===== src/cpuPkg.sv =====
// Accumulator CPU shared definitions
package cpuPkg;

  localparam int dataW     = 4;  // A, B, TMP, ALU and OUT
  localparam int addrW     = 4;  // PC, MAR and address field
  localparam int wordW     = 8;  // one memory word
  localparam int memDepth  = 16;
  localparam int stepCount = 6;  // ring steps per instruction

  // opcodes, anything else runs as a no-op
  localparam logic [3:0] opLoadA  = 4'b0111;
  localparam logic [3:0] opStoreA = 4'b0110;
  localparam logic [3:0] opXchg   = 4'b0011;
  localparam logic [3:0] opAdd    = 4'b0001;
  localparam logic [3:0] opSub    = 4'b0010;
  localparam logic [3:0] opAnd    = 4'b1000;
  localparam logic [3:0] opOrB    = 4'b1001;
  localparam logic [3:0] opOut    = 4'b1010;
  localparam logic [3:0] opHalt   = 4'b1111;

  // instruction view, opcode over address
  typedef struct packed {
    logic [wordW-addrW-1:0] op;
    logic [addrW-1:0]       addr;
  } instrView_t;

  // data view, zero pad over value
  typedef struct packed {
    logic [wordW-dataW-1:0] pad;
    logic [dataW-1:0]       value;
  } dataView_t;

  typedef union packed {
    instrView_t instr;
    dataView_t  data;
  } memWord_t;

endpackage


===== src/programMemory.sv =====
// Program and data memory
`timescale 1ns/10ps

module programMemory (
  input  logic                     clk,
  input  logic                     progWrite,
  input  logic [cpuPkg::addrW-1:0] progAddr,
  input  cpuPkg::memWord_t         progData,
  input  logic                     memStoreA,
  input  logic [cpuPkg::addrW-1:0] mar,
  input  logic [cpuPkg::dataW-1:0] aValue,
  output cpuPkg::memWord_t         readWord
);

  cpuPkg::memWord_t mem [cpuPkg::memDepth];
  cpuPkg::memWord_t storeWord;

  // A always goes back as plain data
  always_comb
  begin
    storeWord.data.pad   = '0;
    storeWord.data.value = aValue;
  end

  always_ff @(posedge clk)
  begin
    if (progWrite) // loader wins over a store
    begin
      mem[progAddr] <= progData;
    end
    else if (memStoreA)
    begin
      mem[mar] <= storeWord;
    end
  end

  assign readWord = mem[mar]; // async read at MAR

endmodule


===== src/fetchUnit.sv =====
// Instruction fetch unit
`timescale 1ns/10ps

module fetchUnit (
  input  logic                     clk,
  input  logic                     reset,
  input  logic                     marFromPc,
  input  logic                     pcInc,
  input  logic                     irLoad,
  input  logic                     marFromIr,
  input  cpuPkg::memWord_t         readWord,
  output logic [3:0]               opcode,
  output logic [cpuPkg::addrW-1:0] mar
);

  logic [cpuPkg::addrW-1:0] pc;
  cpuPkg::memWord_t         ir;

  // program counter, wraps at the top of memory
  always_ff @(posedge clk)
  begin
    if (!reset)
    begin
      pc <= '0;
    end
    else if (pcInc)
    begin
      pc <= pc + 1'b1;
    end
  end

  always_ff @(posedge clk)
  begin
    if (!reset)
    begin
      mar <= '0;
    end
    else if (marFromPc)
    begin
      mar <= pc; // fetch address
    end
    else if (marFromIr)
    begin
      mar <= ir.instr.addr; // operand address
    end
  end

  // cleared IR decodes as a no-op
  always_ff @(posedge clk)
  begin
    if (!reset)
    begin
      ir <= '0;
    end
    else if (irLoad)
    begin
      ir <= readWord;
    end
  end

  assign opcode = ir.instr.op;

endmodule


===== src/controlSequencer.sv =====
// Ring counter control sequencer
`timescale 1ns/10ps

module controlSequencer (
  input  logic       clk,
  input  logic       reset,
  input  logic [3:0] opcode,
  output logic       marFromPc,
  output logic       pcInc,
  output logic       irLoad,
  output logic       marFromIr,
  output logic       aFromMem,
  output logic       aFromB,
  output logic       aluCapture,
  output logic       aFromAlu,
  output logic       tmpFromA,
  output logic       tmpFromMem,
  output logic       bFromTmp,
  output logic       bFromOr,
  output logic       memStoreA,
  output logic       outLoad,
  output logic       halted
);

  logic [cpuPkg::stepCount-1:0] step; // one-hot, bit 0 is T1

  always_ff @(posedge clk)
  begin
    if (!reset)
    begin
      step <= 1;
    end
    else if (!halted)
    begin
      step <= {step[cpuPkg::stepCount-2:0], step[cpuPkg::stepCount-1]};
    end
  end

  // sticky until the next reset
  always_ff @(posedge clk)
  begin
    if (!reset)
    begin
      halted <= 1'b0;
    end
    else if (step[3] && opcode == cpuPkg::opHalt)
    begin
      halted <= 1'b1;
    end
  end

  always_comb
  begin
    marFromPc  = 1'b0;
    pcInc      = 1'b0;
    irLoad     = 1'b0;
    marFromIr  = 1'b0;
    aFromMem   = 1'b0;
    aFromB     = 1'b0;
    aluCapture = 1'b0;
    aFromAlu   = 1'b0;
    tmpFromA   = 1'b0;
    tmpFromMem = 1'b0;
    bFromTmp   = 1'b0;
    bFromOr    = 1'b0;
    memStoreA  = 1'b0;
    outLoad    = 1'b0;
    if (reset && !halted)
    begin
      marFromPc = step[0]; // fetch, same for every opcode
      pcInc     = step[1];
      irLoad    = step[2];
      case (opcode) // execute steps T4 to T6
        cpuPkg::opLoadA:
        begin
          marFromIr = step[3];
          aFromMem  = step[4];
        end
        cpuPkg::opStoreA:
        begin
          marFromIr = step[3];
          memStoreA = step[4];
        end
        cpuPkg::opXchg:
        begin
          tmpFromA = step[3]; // A through TMP into B
          aFromB   = step[4];
          bFromTmp = step[5];
        end
        cpuPkg::opAdd, cpuPkg::opSub, cpuPkg::opAnd:
        begin
          aluCapture = step[3];
          aFromAlu   = step[4];
        end
        cpuPkg::opOrB:
        begin
          marFromIr  = step[3];
          tmpFromMem = step[4];
          bFromOr    = step[5];
        end
        cpuPkg::opOut: outLoad = step[3];
        default: ; // halt and no-op raise nothing here
      endcase
    end
  end

endmodule


===== src/datapath.sv =====
// Register file, ALU and output port
`timescale 1ns/10ps

module datapath (
  input  logic                     clk,
  input  logic                     reset,
  input  logic [3:0]               opcode,
  input  cpuPkg::memWord_t         readWord,
  input  logic                     aFromMem,
  input  logic                     aFromB,
  input  logic                     aFromAlu,
  input  logic                     aluCapture,
  input  logic                     tmpFromA,
  input  logic                     tmpFromMem,
  input  logic                     bFromTmp,
  input  logic                     bFromOr,
  input  logic                     outLoad,
  output logic [cpuPkg::dataW-1:0] aValue,
  output logic [cpuPkg::dataW-1:0] outValue,
  output logic                     outStrobe
);

  logic [cpuPkg::dataW-1:0] aReg;
  logic [cpuPkg::dataW-1:0] bReg;
  logic [cpuPkg::dataW-1:0] tmpReg;
  logic [cpuPkg::dataW-1:0] aluNext;
  logic [cpuPkg::dataW-1:0] aluResult;

  always_comb
  begin
    case (opcode)
      cpuPkg::opSub: aluNext = aReg - bReg; // wraps mod 16
      cpuPkg::opAnd: aluNext = aReg & bReg;
      default:       aluNext = aReg + bReg;
    endcase
  end

  // result held from T4 to T5
  always_ff @(posedge clk)
  begin
    if (aluCapture)
    begin
      aluResult <= aluNext;
    end
  end

  always_ff @(posedge clk)
  begin
    if (!reset)
    begin
      aReg   <= '0;
      bReg   <= '0;
      tmpReg <= '0;
    end
    else
    begin
      if (aFromMem) aReg <= readWord.data.value;
      else if (aFromB) aReg <= bReg;
      else if (aFromAlu) aReg <= aluResult;
      if (tmpFromA) tmpReg <= aReg;
      else if (tmpFromMem) tmpReg <= readWord.data.value;
      if (bFromTmp) bReg <= tmpReg;
      else if (bFromOr) bReg <= bReg | tmpReg;
    end
  end

  // output port, strobe marks a fresh value
  always_ff @(posedge clk)
  begin
    if (!reset)
    begin
      outValue  <= '0;
      outStrobe <= 1'b0;
    end
    else
    begin
      outStrobe <= outLoad;
      if (outLoad) outValue <= aReg;
    end
  end

  assign aValue = aReg;

endmodule


===== src/sapCpu.sv =====
// Accumulator CPU top level
`timescale 1ns/10ps

module sapCpu (
  input  logic                     clk,
  input  logic                     reset,
  input  logic                     progWrite,
  input  logic [cpuPkg::addrW-1:0] progAddr,
  input  cpuPkg::memWord_t         progData,
  output logic [cpuPkg::dataW-1:0] outValue,
  output logic                     outStrobe,
  output logic                     halted
);

  logic marFromPc, pcInc, irLoad, marFromIr;
  logic aFromMem, aFromB, aluCapture, aFromAlu;
  logic tmpFromA, tmpFromMem, bFromTmp, bFromOr;
  logic memStoreA, outLoad;

  logic [3:0]               opcode;
  logic [cpuPkg::addrW-1:0] mar;
  logic [cpuPkg::dataW-1:0] aValue;
  cpuPkg::memWord_t         readWord;

  programMemory memory (
    .clk(clk), .progWrite(progWrite), .progAddr(progAddr), .progData(progData),
    .memStoreA(memStoreA), .mar(mar), .aValue(aValue), .readWord(readWord)
  );

  fetchUnit fetch (
    .clk(clk), .reset(reset), .marFromPc(marFromPc), .pcInc(pcInc),
    .irLoad(irLoad), .marFromIr(marFromIr), .readWord(readWord),
    .opcode(opcode), .mar(mar)
  );

  controlSequencer sequencer (
    .clk(clk), .reset(reset), .opcode(opcode),
    .marFromPc(marFromPc), .pcInc(pcInc), .irLoad(irLoad), .marFromIr(marFromIr),
    .aFromMem(aFromMem), .aFromB(aFromB), .aluCapture(aluCapture), .aFromAlu(aFromAlu),
    .tmpFromA(tmpFromA), .tmpFromMem(tmpFromMem), .bFromTmp(bFromTmp), .bFromOr(bFromOr),
    .memStoreA(memStoreA), .outLoad(outLoad), .halted(halted)
  );

  datapath dp (
    .clk(clk), .reset(reset), .opcode(opcode), .readWord(readWord),
    .aFromMem(aFromMem), .aFromB(aFromB), .aFromAlu(aFromAlu), .aluCapture(aluCapture),
    .tmpFromA(tmpFromA), .tmpFromMem(tmpFromMem), .bFromTmp(bFromTmp), .bFromOr(bFromOr),
    .outLoad(outLoad), .aValue(aValue), .outValue(outValue), .outStrobe(outStrobe)
  );

endmodule


===== config.mk =====
export PLATFORM = sky130hd
export DESIGN_NAME = sapCpu
export DESIGN_NICKNAME = d
export VERILOG_FILES = /design/src/cpuPkg.sv /design/src/programMemory.sv /design/src/fetchUnit.sv /design/src/controlSequencer.sv /design/src/datapath.sv /design/src/sapCpu.sv
export SDC_FILE = /design/constraint.sdc
export NUM_CORES = 1
export LEC_CHECK = 0
export BUFFER_PORTS_ARGS = -buffer_cell sky130_fd_sc_hd__buf_2
export CAP_MARGIN = 20
export CORE_MARGIN = 1
export CORE_UTILIZATION = 55
export DETAILED_ROUTE_END_ITERATION = 8
export PLACE_DENSITY = 0.79
export REMOVE_ABC_BUFFERS = 1
export SETUP_SLACK_MARGIN = 0.02
export SYNTH_ARGS = -nofsm -noshare
export SYNTH_HDL_FRONTEND = slang
export SYNTH_SLANG_ARGS = --single-unit

===== constraint.sdc =====
create_clock -name clk -period 2.82 [get_ports clk]
set_clock_uncertainty 0.05 [all_clocks]
set_input_delay 0.705 -clock clk [delete_from_list [all_inputs] [get_ports clk]]
set_output_delay 0.705 -clock clk [all_outputs]
set_load 0.05 [all_outputs]

# ---- After elaboration in Yosys (flattened, before gate mapping)
# Memories as Yosys holds them, arrays and structs flattened. A register that Yosys moved wholly into a read port is not among the register bits.
# Index checks and enable logic that the tools add are counted.
# Widths: inputs -> output; s select.
dict set report word_totals {
  regBits 44
  memories 1
  word_cells 81
  mem_bits_rw 128
}
# memory words width rd rd_clocked_by_memory_dff wr line_no
set mem_list {}
lappend mem_list {memory.mem 16 8 1 1 1 programMemory.sv:15} ;# cpuPkg::memWord_t mem [cpuPkg::memDepth];
dict set report classes {
  eq_ne 9
  bitwise_logic 2
  muxes 45
  n_reduce_logical 10
  addsub 3
}
# op count
set ops {}
lappend ops {{$mux 4} 12}
lappend ops {{$mux 1} 31}
lappend ops {{$eq 4x4->1 const B} 4}
lappend ops {{$eq 4x2->1 const B} 2}
lappend ops {{$eq 4x3->1 const B} 2}
lappend ops {{$mux 8} 1}
lappend ops {{$pmux 4 s2} 1}
lappend ops {{$reduce_or 8->1} 1}
lappend ops {{$reduce_bool 2->1} 3}
lappend ops {{$reduce_or 3->1} 2}
lappend ops {{$add 4x1->4 const B} 1}
lappend ops {{$add 4x4->4} 1}
lappend ops {{$and 4x4->4} 1}
lappend ops {{$eq 4x1->1 const B} 1}
lappend ops {{$or 4x4->4} 1}
lappend ops {{$sub 4x4->4} 1}
lappend ops {{$reduce_bool 3->1} 1}
lappend ops {{$logic_and 1x1->1} 2}
lappend ops {{$logic_not 1->1} 1}

# ---- Logic depth before layout (Yosys ltp)
# Gate-level depths: netlist of the first run.
dict set report logic_depth {
  ltp_word 8
  mapped_depth 10
  ltp_nobuf 10
}

# ---- Modules after synthesis
# Synthesis of the first run repeated with hierarchy kept, for this count alone.
dict set report hier_totals {
  hier_cells 485
  hier_area_um2 7453.4
}
# mod seq_area_each_um2 cells_per_inst n_inst area_each_um2
set modules_own_cells {}
lappend modules_own_cells {programMemory 3843.7 248 1 5195.0}
lappend modules_own_cells {datapath 460.4 119 1 1163.6}
lappend modules_own_cells {fetchUnit 320.3 65 1 674.4}
lappend modules_own_cells {controlSequencer 140.1 53 1 420.4}

# ---- Least setup slack after synthesis of the first run
# No wires, ideal clock.
dict set report synth_timing {
  path_type {input to register}
  start {input port reset}
  end {memory memory.mem[13][0] (netlist bit), enable pin}
  arrival_time_ps 2298
  n_path_buf 2
  t_required_ps 2387
  slack_ps 89
  stages 6
  setup_ps 383
  cell_sequence {and3b_1 > buf_4 > nand4b_4 > buf_6 > mux2_4 > nor3_1}
}
dict set report synth_between {
  elab_chain_cells 7
  word_cells_on_any_way 8
}
# item line_no
set synth_rtl {}
lappend synth_rtl {{from (decl)} sapCpu.sv:6} ;# input logic reset,
lappend synth_rtl {{$logic_and 1x1->1 (*)} controlSequencer.sv:68} ;# if (reset && !halted)
lappend synth_rtl {{$mux 1 (*)} controlSequencer.sv:68}
lappend synth_rtl {{$mux 1 (*)} programMemory.sv:31} ;# else if (memStoreA)
lappend synth_rtl {{$mux 1 (*)} programMemory.sv:27} ;# if (progWrite)
lappend synth_rtl {{$mux 1 (not written as such) (*)} programMemory.sv:33} ;# mem[mar] <= storeWord;
lappend synth_rtl {{$reduce_or 8->1 (no source line)} n/a}
lappend synth_rtl {{$mux 4 (no source line) or $mux 1 (tied branches)} n/a}
lappend synth_rtl {{to (decl)} programMemory.sv:15}
# Mark *: on every way between the ends. The rest lies on a longest branch, timed or not.

# ---- Worst setup path in the final report of the first run
dict set report layout_timing {
  start {register fetch.ir[4] (netlist bit)}
  end {register dp.aluResult[3] (netlist bit) (data pin)}
}
dict set report layout_between {
  elab_chain_cells 2
  word_cells_on_any_way 3
}
# item line_no
set layout_rtl {}
lappend layout_rtl {{from (decl)} fetchUnit.sv:17} ;# cpuPkg::memWord_t ir;
lappend layout_rtl {{from (signal assigned)} fetchUnit.sv:57} ;# ir <= readWord;
lappend layout_rtl {{$eq 4x4->1 or $eq 4x2->1 (tied branches)} datapath.sv:31} ;# case (opcode)
lappend layout_rtl {{$pmux 4 s2 (*)} datapath.sv:31}
lappend layout_rtl {{net dp.aluNext, one bit} datapath.sv:26} ;# logic [cpuPkg::dataW-1:0] aluNext;
lappend layout_rtl {{to (signal assigned)} datapath.sv:43} ;# aluResult <= aluNext;
lappend layout_rtl {{to (decl)} datapath.sv:27} ;# logic [cpuPkg::dataW-1:0] aluResult;
# The timed path passes the listed nets; every way through them passes the cells marked *.
# A chain may end at the register's enable or synchronous reset.

==> results.json, run 1 <==
{
  "grt_setup_unrepaired": "yes",
  "wl_met2_um": 8100,
  "worstPathBufferInverterCount": 0,
  "critical_path.max_fanout": 3,
  "core-area_um2": 13200,
  "critical_path.slowest_cell": "nor4b_4",
  "layout_min_cycle_time_ns": 2.61,
  "antenna_found_initial": 0,
  "fmax_mhz": 384,
  "path_clk_slew_ns": 0.07,
  "path_cells": "nor4b_4, nor2_1, xnor2_1, ha_1, nand2_1, o21ai_0, xnor3_1, nand3b_1, nand3_1",
  "path_class": "reg -> reg",
  "synth-edff-count": 132,
  "synth.top_cells.by_area": "edfxtp_1 (53%), dfxtp_1 (12%), mux4_2 (9.7%)",
  "synth_top_area_frac": 0.532,
  "grt_pass1_vias": 4394,
  "globalRoute.totalOverflow": 0,
  "route.met3.wl_um": 761,
  "worst_slew_margin_rel": 0.558,
  "num_antenna_cells": 0,
  "min_path_cells": 2,
  "die_area_um2": 14000,
  "worstSkewPairLatency_ns": 0.43,
  "hp-class": "reg -> reg",
  "topRoutingLayerUsed": "met4",
  "synth_most_common_cell": "edfxtp_1",
  "largest_net_degree_at_the_start_of_global_routing": 42,
  "slowest_delay_ns": 0.41,
  "cp.arrival_ns": 2.73,
  "post_synth_instance_area_um2": 7450,
  "yosys-top-cells-count": "edfxtp_1 (132), dfxtp_1 (44), mux2i_1 (32), mux4_2 (32), nand2_1 (26)",
  "ant_nets": 0,
  "numPortBuffers": 20,
  "cts_tree": "built",
  "critical_path.endpoint_type": "flop",
  "drc": 0,
  "worst_path_setup_slack_after_routing_ns": 0.213,
  "globalRouteTotalUtil": 0.243,
  "ys_async_sr_fraction": 0,
  "max_cap_viol_count": 0,
  "setup_violators_final": 0,
  "drt-wirelength-per-cell_um": 21.9,
  "synth-seq-area-share": 0.650,
  "yosys_warnings": 0,
  "dieWidth_um": 118,
  "yosys.area.top_type": "edfxtp_1",
  "required_ns": 2.94,
  "post-cts-setup-buffers": 0,
  "post_dp_cell_area_um2": 7920,
  "viasPerCell": 5.94,
  "dr.first_iter.drc_count": 427,
  "reg2regPathDepth": 9,
  "crit_path_cell_count": 9,
  "initial_utilization": 0.562,
  "globalplace.congestion": 0.840,
  "detailroute.via_count": 4261,
  "max_slew.worst_pin.slew_ns": 0.645,
  "areaGrowthSynthToFinish_pct": 14.5,
  "yosys.cell_types.count": 50,
  "h-tree-depth": 4,
  "totalWireLength_um": 15700,
  "drtPass1Iterations": 6,
  "grt_first_pass_wirelength_um": 24600,
  "synth-main-ff-cell": "edfxtp_1",
  "number_of_nets_in_the_layout": 550,
  "fin_crit_sh": 0.925,
  "total_leakage_power_nw": 2.96,
  "filler_cell_count": 934,
  "synthCells": 474,
  "ios": 21,
  "postLayoutCellArea_um2": 8530,
  "numClockSinks": 176,
  "worstSetupStartpointType": "flop",
  "wl_met1_um": 6420,
  "ys_seq_elements": 176,
  "place_hpwl_um": 10900,
  "tritoncts.num_buffers": 17,
  "placement.setup.worst_slack_ns": 0.0741,
  "synthesis.area_per_instance_um2": 15.7,
  "die_height_um": 118,
  "drv_slew": 0,
  "clock_tree.root_cell": "clkbuf_16",
  "layout-drive-gt1-share": 0.270,
  "power.density_nw_per_um2": 633,
  "status": "completed",
  "worst_path_dominant_cell_family": "simple AND/OR/NAND/NOR gates",
  "report.final.hold_viol_count": 0,
  "maximum_clock_insertion_buffer_count": 2,
  "irDropWorstVdd_mv": 0.580,
  "placementRows": 42
}
final timing paths:
| check | slack, ns | end | start |
|---|---|---|---|
| min reg2reg | 0.43 | fetch.ir[2] | fetch.ir[2] |
| max reg2reg | 0.21 | dp.aluResult[3] | fetch.ir[4] |
| max | 0.21 | dp.aluResult[3] | fetch.ir[4] |
| min | 0.43 | fetch.ir[2] | fetch.ir[2] |
sequential cells by signal, summed over array words and instances (netlist names), 4 cells and up, named ones only:
signal          flops
fetch.pc            4
dp.outValue         4
sequencer.step      6
fetch.ir            8
memory.mem        128
fetch.mar           4
dp.aValue           4
dp.tmpReg           4
dp.bReg             4
dp.aluResult        4
cells in the final DEF (no fill, tap or decap), types with 2 or more instances in the layout:
master	Yosys	final
a22o_1	4	4
mux2i_1	32	32
xor2_1	4	4
dfxtp_1	44	44
nand3_1	10	10
nor2b_1	23	23
nand2_1	26	26
clkinvlp_4	0	2
xnor2_1	4	4
edfxtp_1	132	132
a31o_2	4	4
mux2_2	11	11
clkbuf_16	0	17
buf_4	3	40
nor3_1	19	18
nand2b_1	3	3
ha_1	6	6
nor2_1	7	7
or2_2	2	2
buf_2	11	20
nand4_1	3	3
mux4_2	32	32
and3b_1	2	2
inv_8	0	7
a21boi_0	4	4
inv_1	6	6
clkinv_4	0	2
o21ai_0	19	19
and2_1	9	9
o211a_1	4	4
a41oi_1	2	2
a21oi_1	8	8
o22ai_1	4	4
a22oi_1	6	6
o31a_1	3	3
stage by stage:
step                hold WS (ns)   util  instances  total power [mW]  TNS (ns)
floorplan                  0.388      -        449              3.02     -6.50
global placement           0.401  0.598        685              3.10         0
detailed placement         0.414  0.598        685              3.12         0
CTS                        0.430  0.643        717              5.43         0
global route               0.452  0.644        717              5.55         0
finish                     0.427  0.644        717              5.40         0
cell families (layout without fill, tap and decap cells):
| family | Yosys count | count (layout) | share of synthesized area |
|---|---|---|---|
| multiplexers | 77 | 77 | 0.160 |
| flip-flops | 176 | 176 | 0.650 |
| adder cells (fa/ha/maj) | 8 | 8 | 0.0141 |
| AND/OR/NAND/NOR | 113 | 113 | 0.0858 |
| buffers and inverters | 31 | 98 | 0.0230 |
| AO/OA/AOI/OAI | 60 | 60 | 0.0543 |
| XOR/XNOR | 9 | 9 | 0.0124 |
layout make-up:
class | instances | area [um^2] | area share
timing repair buffer | 60 | 400 | 0.0469
tap | 176 | 220 | 0.0258
sequential | 176 | 4840 | 0.568
clock buffer | 17 | 425 | 0.0499
clock inverter | 15 | 170 | 0.0200
multi-input combinational | 267 | 2450 | 0.287
inverter | 6 | 22.5 | 0.00264
where the power goes:
part | internal (mW) | leakage, nW | switching, mW
Sequential | 2.83 | 1.55 | 0.0216
Clock | 1.27 | 0.287 | 1.07
Combinational | 0.0839 | 1.12 | 0.126
routing by layer:
metal / vias up / GRT usage
li1: 1954 / -
met1: 2158 / 0.301
met2: 121 / 0.414
met3: 28 / 0.0536
met4: 0 / 0.101
met5: - / 0
what timing repair did:
item,CTS,global route
resized for setup,0,2
hold buffers,0,0
setup endpoints to repair,0,9
worst min-delay path, cell delays in order (launching register included):
cell	delay, ns
dfxtp_1	0.31
nand3_1	0.05
o21ai_0	0.06
Power figures use the tool's default switching activity.
==> run 2, diff against run 1 <==
CORE_MARGIN = 4   (was 1)
==> run 2 against run 1 <==
  * Hold slack worse by 0.0027 ns
  * Non-clock buffer count is 1 lower
  * Total power is 1.8% lower
  * Cell area is 0.44% lower
  * Cell count is 0.14% lower
  * Register-to-register slack worse by 0.07 ns
  * Worst setup slack worse by 0.069 ns
  * Via count is 0.23% higher
  * Die area is 10% higher
  * Core utilization is 0.28 points lower
  * Critical path type unchanged
  * Largest cell class unchanged
  * Largest power group unchanged
==> results.json, run 2 (synthesis results as in run 1) <==
{
  "layout_min_cycle_time_ns": 2.68,
  "fin_setup_tns_ns": 0,
  "dr.first_iter.drc_count": 443,
  "path_clk_slew_ns": 0.07,
  "required_ns": 2.92,
  "ios": 21,
  "viasPerCell": 5.97,
  "die_height_um": 124,
  "drc": 0,
  "cts_tree": "built",
  "globalplace.congestion": 0.821,
  "top_regs": "memory.mem (128), fetch.ir (8), sequencer.step (6)",
  "die_area_um2": 15500,
  "grt_first_pass_wirelength_um": 24900,
  "hp-class": "reg -> reg",
  "crit-reg2reg-launch": "fetch.ir[5]",
  "critical_path.max_fanout": 10,
  "grt_pass1_vias": 4354,
  "layout_common_cells": "edfxtp_1 (132), dfxtp_1 (44), buf_4 (39)",
  "drv_slew": 0,
  "maximum_clock_insertion_buffer_count": 2,
  "largest_net_degree_at_the_start_of_global_routing": 42,
  "num_antenna_cells": 0,
  "cp.arrival_ns": 2.77,
  "fmax_mhz": 374,
  "post_dp_cell_area_um2": 7910,
  "path_class": "reg -> reg",
  "drt-wirelength-per-cell_um": 22.0,
  "number_of_nets_in_the_layout": 549,
  "fin_crit_sh": 0.949,
  "power.density_nw_per_um2": 624,
  "worst_slew_margin_rel": 0.528,
  "dieWidth_um": 124,
  "worstSkewPairLatency_ns": 0.43,
  "timing.rr.end": "memory.mem[13][0]",
  "numPortBuffers": 20,
  "layout-drive-gt1-share": 0.267,
  "setup_violators_final": 0,
  "min_path_cells": 2,
  "numClockSinks": 176,
  "max_flop_register": "memory.mem",
  "antenna_found_initial": 0,
  "areaGrowthSynthToFinish_pct": 14.0,
  "r2r_setup_slack_ns": 0.14,
  "drtPass1Iterations": 5,
  "hp-start": "fetch.ir[3]",
  "ant_nets": 0,
  "grt_setup_unrepaired": "yes",
  "totalWireLength_um": 15700,
  "clock_tree.root_cell": "clkbuf_16",
  "max_cap_viol_count": 0,
  "final_common_cell": "edfxtp_1",
  "globalRoute.totalOverflow": 0,
  "core-area_um2": 13200,
  "post-cts-setup-buffers": 0,
  "max_slew.worst_pin.slew_ns": 0.688,
  "status": "completed",
  "worst_hold_path.endpoint": "fetch.ir[3]",
  "globalRouteTotalUtil": 0.212,
  "placementRows": 42,
  "h-tree-depth": 4,
  "postLayoutCellArea_um2": 8490,
  "irDropWorstVdd_mv": 0.678,
  "tritoncts.num_buffers": 17,
  "initial_utilization": 0.562,
  "total_leakage_power_nw": 2.95,
  "reg2regPathDepth": 7,
  "largest_reg_flops": 128,
  "report.final.hold_viol_count": 0,
  "worstSetupStartpointType": "flop",
  "critical_path.endpoint_type": "flop",
  "place_hpwl_um": 11000,
  "detailroute.via_count": 4271
}
==> run 2: power breakdown <==
group | total, mW | leakage [nW] | internal, mW | switching [mW]
Sequential | 2.85 | 1.55 | 2.83 | 0.0207
Clock | 2.24 | 0.284 | 1.17 | 1.07
Combinational | 0.208 | 1.11 | 0.0822 | 0.125
==> run 2: what timing repair did <==
action,4_1_cts,5_1_grt
endpoints found under the setup margin,0,1
gates resized for setup,0,1
hold buffers,0,0
==> run 2: cell type report <==
class / count / area (um^2)
clock buffers: 17 / 425
clock inverters: 15 / 145
fillers: 953 / 4750
inverters: 6 / 22.5
multi-input cells: 267 / 2440
flip-flops and latches: 176 / 4840
well taps: 176 / 220
repair buffers: 59 / 393
==> run 2: stage by stage <==
stage / utilization / instances / setup slack, ns / hold WS [ns] / power [mW]
finish: 0.641 / 716 / 0.144 / 0.424 / 5.30
CTS: 0.641 / 716 / 0.180 / 0.425 / 5.34
floorplan: - / 449 / -0.0813 / 0.388 / 3.02
global route: 0.641 / 716 / 0.0190 / 0.449 / 5.49
global placement: 0.598 / 684 / 0.0779 / 0.402 / 3.10
detailed placement: 0.598 / 684 / -0.00113 / 0.411 / 3.11
==> run 2: per-layer routing <==
metal  up-vias  global-route usage  share of wire
li1       1941                   -              -
met1      2165               0.271           0.40
met2       142               0.357           0.52
met3        23              0.0557          0.062
met4         0              0.0690          0.020
met5         -                   0              0
==> run 2: critical path, cell delays in order (launching register included) <==
cell and delay, ns:
dfxtp_1 0.34, buf_4 0.17, nor2b_1 0.38, nand4_1 0.16
o21ai_0 0.42, nand2b_1 0.20, nor3_1 0.43, buf_4 0.24
==> run 2: how the worst max path moves through the flow <==
| stage | startpoint | to | slack, ns | depth (start not counted) |
|---|---|---|---|---|
| 2_1_floorplan | sequencer.halted | memory.mem[0][0] | -0.08 | 4 |
| 3_3_place_gp | reset | memory.mem[13][3] | 0.08 | 8 |
| 3_5_place_dp | reset | memory.mem[13][2] | -0.001 | 8 |
| 4_1_cts | fetch.ir[5] | memory.mem[13][0] | 0.18 | 7 |
| 5_1_grt | fetch.ir[5] | memory.mem[5][5] | 0.02 | 7 |
| 6_report | fetch.ir[5] | memory.mem[13][0] | 0.14 | 7 |
